$ cat config.mk
export PLATFORM = sky130hd
export DESIGN_NAME = programCounter
export DESIGN_NICKNAME = d
export VERILOG_FILES = /design/src/programCounter.sv
export SDC_FILE = /design/constraint.sdc
export NUM_CORES = 1
export LEC_CHECK = 0
export ABC_CLOCK_PERIOD_IN_PS = 2250
export BUFFER_PORTS_ARGS = -buffer_cell sky130_fd_sc_hd__clkbuf_2
export CORE_UTILIZATION = 52
export CTS_CLUSTER_SIZE = 24
export DETAILED_ROUTE_END_ITERATION = 6
export PLACE_DENSITY = 0.78
export REMOVE_ABC_BUFFERS = 1
export SYNTH_ARGS = -nofsm -noshare
export SYNTH_HDL_FRONTEND = slang
export SYNTH_SLANG_ARGS = --single-unit
$ cat constraint.sdc
create_clock -name CLK -period 2.25 [get_ports CLK]
set_clock_uncertainty 0.05 [all_clocks]
set_input_delay 0.225 -clock CLK [delete_from_list [all_inputs] [get_ports CLK]]
set_output_delay 0.225 -clock CLK [all_outputs]
set_load 0.05 [all_outputs]
$ cat src/programCounter.sv
`timescale 1ns/100ps

module programCounter (
    input  logic        CLK,
    input  logic        RST,
    input  logic        halt,
    output logic [31:0] pc,
    output logic        halted
);

    // Byte address of the instruction being executed
    always_ff @(posedge CLK) begin
        if (RST) begin
            pc <= '0;
        end else if (!halt && !halted) begin
            pc <= pc + 32'd4;
        end
    end

    // Sticky halt, only reset clears it
    always_ff @(posedge CLK) begin
        if (RST) begin
            halted <= 1'b0;
        end else if (halt) begin
            halted <= 1'b1;
        end
    end

    // Fetch works on whole words only
    pcAligned: assert property (@(posedge CLK) disable iff (RST) pc[1:0] == 2'b00)
        else $error("pc lost word alignment: %h", pc);

endmodule

Word level (Yosys, flattened, before mapping)
Cells that the tools add are included.
{"block": "word_totals", "register_bits": 33, "input_bits": 3, "output_inout_bits": 33, "wordCells": 6}
{"block": "classes", "n_addsub": 1, "reduce_logical": 3}
{"op": "adder 32 x 3 -> 32 bit (second input constant)", "count": 1}
{"op": "logical NOT 1 bit", "count": 2}
{"op": "logical AND 1 bit", "count": 1}

Logic depth before layout (Yosys ltp)
Gate-level depths: netlist of run 1.
{"block": "logic_depth", "ltp_word": 2, "ltp_mapped": 6}

Least setup slack after synthesis of run 1
No wires, ideal clock.
{"block": "synth_path", "kind": "register -> register", "from": "reg pc[2]", "to": "reg pc[26]", "setup_time_ps": 70, "t_arrival_ps": 2023, "slack_ps": 107, "path_stages_with_launch": 6, "cell_sequence": "dfxtp_1 ha_1 and4bb_2 nand4_1 or4_1 a21oi_1"}
{"block": "synth_via", "elab_chain_len": 1}
{"element": "from (decl)", "line": "7", "source": "output logic [31:0] pc,"}
{"element": "from (signal assigned)", "line": "16", "source": "pc <= pc + 32'd4;"}
{"element": "adder 32 x 3 -> 32 bit", "line": "16"}
Every way passes these cells.
A chain may end at the register's enable or synchronous reset.

Worst setup path in the final report of run 1
{"block": "layout_path", "from": "reg pc[2]", "to": "reg pc[30]"}
Same word-level chain as after synthesis.

==> impl_metrics.csv, run 1 <==
group,metric,value,unit
status,status,"finished clean",
setup_path,max_stage_delay,0.54,ns
clock_network,ctsHoldBuffers,0,
power,powerDensity,541.0,mW/mm^2
cells_and_area,nets,202,
floorplan,rows,18,
timing,grt_setup_unrepaired,"false",
setup_path,critPathMaxFanout,8,
timing,final.min_clock_period,2.016,ns
logic_synthesis,synth.largest_area_cell,"dfxtp_1",
clock_network,clock_sinks,31,
setup_path,worst_setup_path_end_kind,"register",
cells_and_area,n_antenna_cell,0,
timing,relSlewSlack,58.12,%
setup_path,r2r_start,"pc[2]",
global_route,first_global_vias,1174,
clock_network,cts.clk_slew.worst_paths,0.09,ns
logic_synthesis,synth_cell_types,25,
logic_synthesis,synth-seq-cells,31,
setup_path,critPathLaunchType,"register",
logic_synthesis,synth_ff_type,"dfxtp_1",
power,total_power,0.8948,mW
global_route,grt_usage,23.73,%
floorplan,start_util,56.58,%
cells_and_area,syn_to_final_growth,13.87,%
placement,numPlacedInstances,221,
logic_synthesis,synthArstFlopShare,0,%
routing,first_pass_iters,4,
routing,viasPerCell,5.996,
setup_path,cp-startpoint,"pc[2]",
routing,via_count,1361,
floorplan,io_pins,36,
cells_and_area,nFillCells,235,
clock_network,cts_made_buffers,5,
setup_path,critPathKind,"reg -> reg",
timing,finalMaxSlewViolations,0,
logic_synthesis,synth_edf_count,0,
logic_synthesis,syn_avg_cell_area,8.804,um^2
setup_path,cp_num_buf_inv,0,
global_route,grt-ovfl-total,0,
logic_synthesis,synth_warnings,0,
logic_synthesis,synthCells,165,
setup_path,critPathArrivalTime,2.21,ns
global_route,grt_max_degree,32,
setup_path,slowest_stage,"or4_1",
timing,finalSetupTns,0,ns
logic_synthesis,yosysSeqAreaShare,42.72,%
cells_and_area,layout-drive-gt1-share,22.34,%
routing,ant_nets,0,
cells_and_area,final_core_util,64.43,%
timing,max_freq,0.4961,GHz
flow_run,drv_cap,0,
routing,drt_iter0_drc,25,
cells_and_area,ff_latch_area,620.6,um^2
floorplan,die_area,0.003009,mm^2
timing,tightest_slew,0.6283,ns
clock_network,insertion_delay,0.32,ns
clock_network,clockBufferDepth,2,
power,leakagePower,0.6144,nW
cells_and_area,multiInputGateArea,782.0,um^2
routing,drcViolationCount,0,
timing,final-hold-violation-count,0,
routing,drt-wirelength-per-cell,14.20,um
clock_network,cts_root_buf,"clkbuf_4",
placement,hpwlAfterDp,2219,um
clock_network,cts.repair.resized,0,
setup_path,rrSetupSlack,0.23,ns
setup_path,critPathRequiredTime,2.45,ns
floorplan,die_y,54.86,um
logic_synthesis,syn-cell-area,0.001453,mm^2
logic_synthesis,yosysTopAreaCellShare,42.72,%
global_route,grt_pass1_wl,5023,um
timing,setup_violations,0,
cells_and_area,final_cells,227,
global_route,antenna_found_initial,0,
clock_network,h-tree-depth,2,
placement,portBuffers,33,
floorplan,coreArea,0.002567,mm^2
timing,finalCritPeriodShare,89.58,%
power,peakVddDrop,0.5668,mV
setup_path,crit_family,"simple AND/OR/NAND/NOR gates",
routing,routed_wl,3223,um
placement,routabilityCongestion,0.8232,
clock_network,cts_setup_buffers,0,
min_path,min_from,"halt",
floorplan,die_width,54.86,um
logic_synthesis,ys_top_cells_by_area,"dfxtp_1, o31ai_1, or4_1",
min_path,min-delay-path-class,"in -> reg",
setup_path,crit_chain,"ha_1 -> and4bb_2 -> nand4_1 -> or4_1 -> a21oi_1",
clock_network,tritoncts,"done",
where the power goes:
part           total (mW)  switching, mW  internal [mW]  leakage, nW
Clock               0.286          0.176          0.111       0.0242
Sequential          0.559        0.00622          0.553        0.250
Combinational      0.0494         0.0392         0.0102        0.340
Total               0.895          0.221          0.674        0.614
cells by family after synthesis:
logic type               after synthesis  synth area share, %
flip-flops                            31                42.72
XOR/XNOR                              10                6.030
adder cells (fa/ha/maj)                1               0.8612
AND/OR/NAND/NOR                       73                30.58
buffers and inverters                 10                3.703
other                                  1               0.2582
AO/OA/AOI/OAI                         39                15.85
cells in the mapped netlist (3+ instances only):
| library cell | instances |
|---|---|
| or4_1 | 14 |
| and3_1 | 4 |
| o31ai_1 | 14 |
| clkbuf_1 | 4 |
| or3_1 | 4 |
| nand4_1 | 7 |
| nand3_1 | 9 |
| and4bb_2 | 3 |
| dfxtp_1 | 31 |
| a21oi_1 | 20 |
| nand2_1 | 14 |
| o21ai_0 | 5 |
| and4_1 | 3 |
| nor2_1 | 12 |
| xor2_1 | 9 |
routing by layer:
| metal | routed length, um | up-vias | GRT usage [%] |
|---|---|---|---|
| met2 | 1552 | 35 | 38.35 |
| met5 | 0 | - | 0 |
| met1 | 1441 | 632 | 27.18 |
| li1 | - | 685 | - |
| met4 | 55 | 0 | 10.68 |
| met3 | 174 | 9 | 9.444 |
metrics by stage:
step	setup slack [ns]	instance area [um^2]	hold slack, ns
after floorplan	0.1071	1410	0.2441
after global placement	0.3986	1613	0.4133
after detailed placement	0.2520	1613	0.4282
after CTS	0.2348	1654	0.1934
after global routing	0.1454	1654	0.2031
final	0.2344	1654	0.1947
flip-flops by register name, summed over array words and instances, names as in the netlist:
| name | cells |
|---|---|
| halted | 1 |
| pc | 30 |
placed cells by master, fill, tap and decap left out:
cell type,instances
nor2_1,12
or2_2,1
clkbuf_4,5
conb_1,2
xor2_1,9
inv_1,2
and4_1,3
a21oi_1,20
clkbuf_2,33
dfxtp_1,31
and3_1,4
clkbuf_1,1
and4_4,1
nand2_1,14
nand4_4,1
nand4_1,7
nand3_1,9
or3_1,4
or4_1,14
and4bb_2,3
o21ai_0,5
xnor2_1,1
o31ai_1,14
ha_1,1
worst paths after layout:
path | to | cells after the start
hold / removal | halted | 3
hold reg to reg | pc[31] | 2
setup / recovery | pc[30] | 5
setup reg to reg | pc[30] | 5
worst register-to-register path: stages, from the launching register on:
cell	delay, ns
dfxtp_1	0.42
ha_1	0.19
and4bb_2	0.32
nand4_1	0.26
or4_1	0.54
a21oi_1	0.16
layout make-up:
cell class / instances / share of cell area [%]
well taps: 30 / 2.269
inverters: 2 / 0.4539
repair buffers: 33 / 9.985
flip-flops and latches: 31 / 37.52
clock buffers: 6 / 2.496
multi-input cells: 125 / 47.28
Power figures use the tool's default switching activity.
==> inputs of run 2 (changes only) <==
--- a/constraint.sdc
+++ b/constraint.sdc
@@ -3,3 +3,3 @@
 set_input_delay 0.225 -clock CLK [delete_from_list [all_inputs] [get_ports CLK]]
 set_output_delay 0.225 -clock CLK [all_outputs]
-set_load 0.05 [all_outputs]
+set_load 0.1 [all_outputs]
==> run 2 against run 1 <==
Final area is 2.1% higher. Global-route usage is 0.71 points lower. Non-clock buffer count is 1 higher. Combinational power is 49% higher. Utilization is 1.4 points higher. First-iteration DRC count is 12% lower. Total power is 12% higher. Clock-buffer cell count is 2 higher. Largest power group unchanged.
==> impl_metrics.csv, run 2 (synthesis results as in run 1) <==
group,metric,value,unit
routing,drt-wirelength-per-cell,13.93,um
floorplan,rows,18,
setup_path,worst_setup_path_end_kind,"register",
cells_and_area,nFillCells,232,
power,powerDensity,595.9,mW/mm^2
power,leakagePower,0.6342,nW
timing,setup_violations,0,
min_path,min-delay-path-class,"in -> reg",
routing,drcViolationCount,0,
routing,drt_iter0_drc,22,
setup_path,critPathMaxFanout,8,
routing,first_pass_iters,4,
placement,hpwlAfterDp,2215,um
cells_and_area,largest_register,"pc",
global_route,first_global_vias,1171,
timing,finalSetupTns,0,ns
clock_network,cts_made_buffers,5,
cells_and_area,layout_commonest_cell,"clkbuf_2",
timing,tightest_slew,0.6499,ns
routing,via_count,1400,
clock_network,cts.repair.resized,0,
global_route,antenna_found_initial,0,
cells_and_area,largest_reg_flops,30,
global_route,grt-ovfl-total,0,
cells_and_area,final_cell_mix,"clkbuf_2, dfxtp_1, a21oi_1",
global_route,grt_max_degree,32,
timing,final.min_clock_period,2.046,ns
clock_network,ctsHoldBuffers,0,
timing,max_freq,0.4886,GHz
placement,routabilityCongestion,0.8025,
flow_run,drv_cap,0,
cells_and_area,n_antenna_cell,0,
power,total_power,1.007,mW
floorplan,io_pins,36,
cells_and_area,nets,203,
power,peakVddDrop,0.4915,mV
setup_path,critPathArrivalTime,2.25,ns
clock_network,tritoncts,"done",
clock_network,cts_setup_buffers,0,
placement,postPlaceCellArea,0.001620,mm^2
routing,ant_nets,0,
cells_and_area,layout-drive-gt1-share,23.50,%
timing,finalMaxSlewViolations,0,
global_route,grt_pass1_wl,4899,um
placement,portBuffers,33,
floorplan,die_y,54.86,um
routing,viasPerCell,6.087,
setup_path,critPathKind,"reg -> reg",
clock_network,insertion_delay,0.33,ns
cells_and_area,fin_area,0.001689,mm^2
routing,wl_met1,1494,um
cells_and_area,syn_to_final_growth,16.28,%
clock_network,cts_root_buf,"clkbuf_4",
floorplan,coreArea,0.002567,mm^2
routing,wl_met2,1532,um
timing,relSlewSlack,56.67,%
timing,holdWs,0.1796,ns
clock_network,cts.clk_slew.worst_paths,0.09,ns
status,status,"finished clean",
setup_path,critPathLaunchType,"register",
clock_network,clockBufferDepth,2,
timing,final-hold-violation-count,0,
clock_network,h-tree-depth,2,
floorplan,start_util,56.58,%
floorplan,die_area,0.003009,mm^2
routing,routed_wl,3203,um
floorplan,die_width,54.86,um
cells_and_area,final_cells,230,
routing,wl_met3,130,um
global_route,grt_usage,23.02,%
cells_and_area,top_regs,"pc: 30 flops, halted: 1 flops",
clock_network,clock_sinks,31,
timing,finalCritPeriodShare,90.95,%
timing,grt_setup_unrepaired,"false",
placement,numPlacedInstances,222,
routing,top_layer_used,"met4",
setup_path,critPathRequiredTime,2.46,ns
==> run 2: cell count changes in the layout (fill, tap and decap cells not counted), sizes merged <==
cell / previous run / this run
buf: 0 / 1
clkbuf: 39 / 41
==> run 2: final timing paths <==
check	endpoint	from	cells after the start	slack [ns]
worst max-delay path	pc[30]	pc[2]	5	0.20
worst min-delay path	halted	halt	3	0.18
worst max register to register	pc[30]	pc[2]	5	0.20
worst min register to register	pc[31]	pc[31]	2	0.43
==> run 2: where the power goes <==
group          switching (mW)  total [mW]  internal [mW]  leakage (nW)
sequential            0.00599       0.559          0.553         0.250
clock                   0.191       0.374          0.184        0.0386
combinational          0.0634      0.0735         0.0101         0.345
==> run 2: worst max-delay path, cell delays in order, from the launching register on <==
cell and delay (ns):
dfxtp_1 0.42, ha_1 0.19, and4bb_2 0.31, nand4_1 0.28, or4_1 0.55, a21oi_1 0.16
==> run 2: layout make-up <==
type | instances | area (um^2) | share of cell area (%)
multi-input combinational | 125 | 782.0 | 46.30
sequential | 31 | 620.6 | 36.74
timing repair buffer | 34 | 172.7 | 10.22
clock buffer | 8 | 68.82 | 4.074
tap | 30 | 37.54 | 2.222
inverter | 2 | 7.507 | 0.4444
==> run 2: through the flow <==
stage	utilization [%]	worst slack, ns
2_1_floorplan	-	-0.2701
3_3_place_gp	63.11	0.3983
3_5_place_dp	63.11	0.2340
4_1_cts	65.79	0.2005
5_1_grt	65.79	0.06756
6_report	65.79	0.2035
==> run 2: metal layers <==
| layer | vias to the layer above | GRT usage (%) |
|---|---|---|
| met5 | - | 0 |
| met4 | 0 | 14.53 |
| met3 | 6 | 6.111 |
| met2 | 36 | 36.55 |
| met1 | 661 | 27.15 |
| li1 | 697 | - |
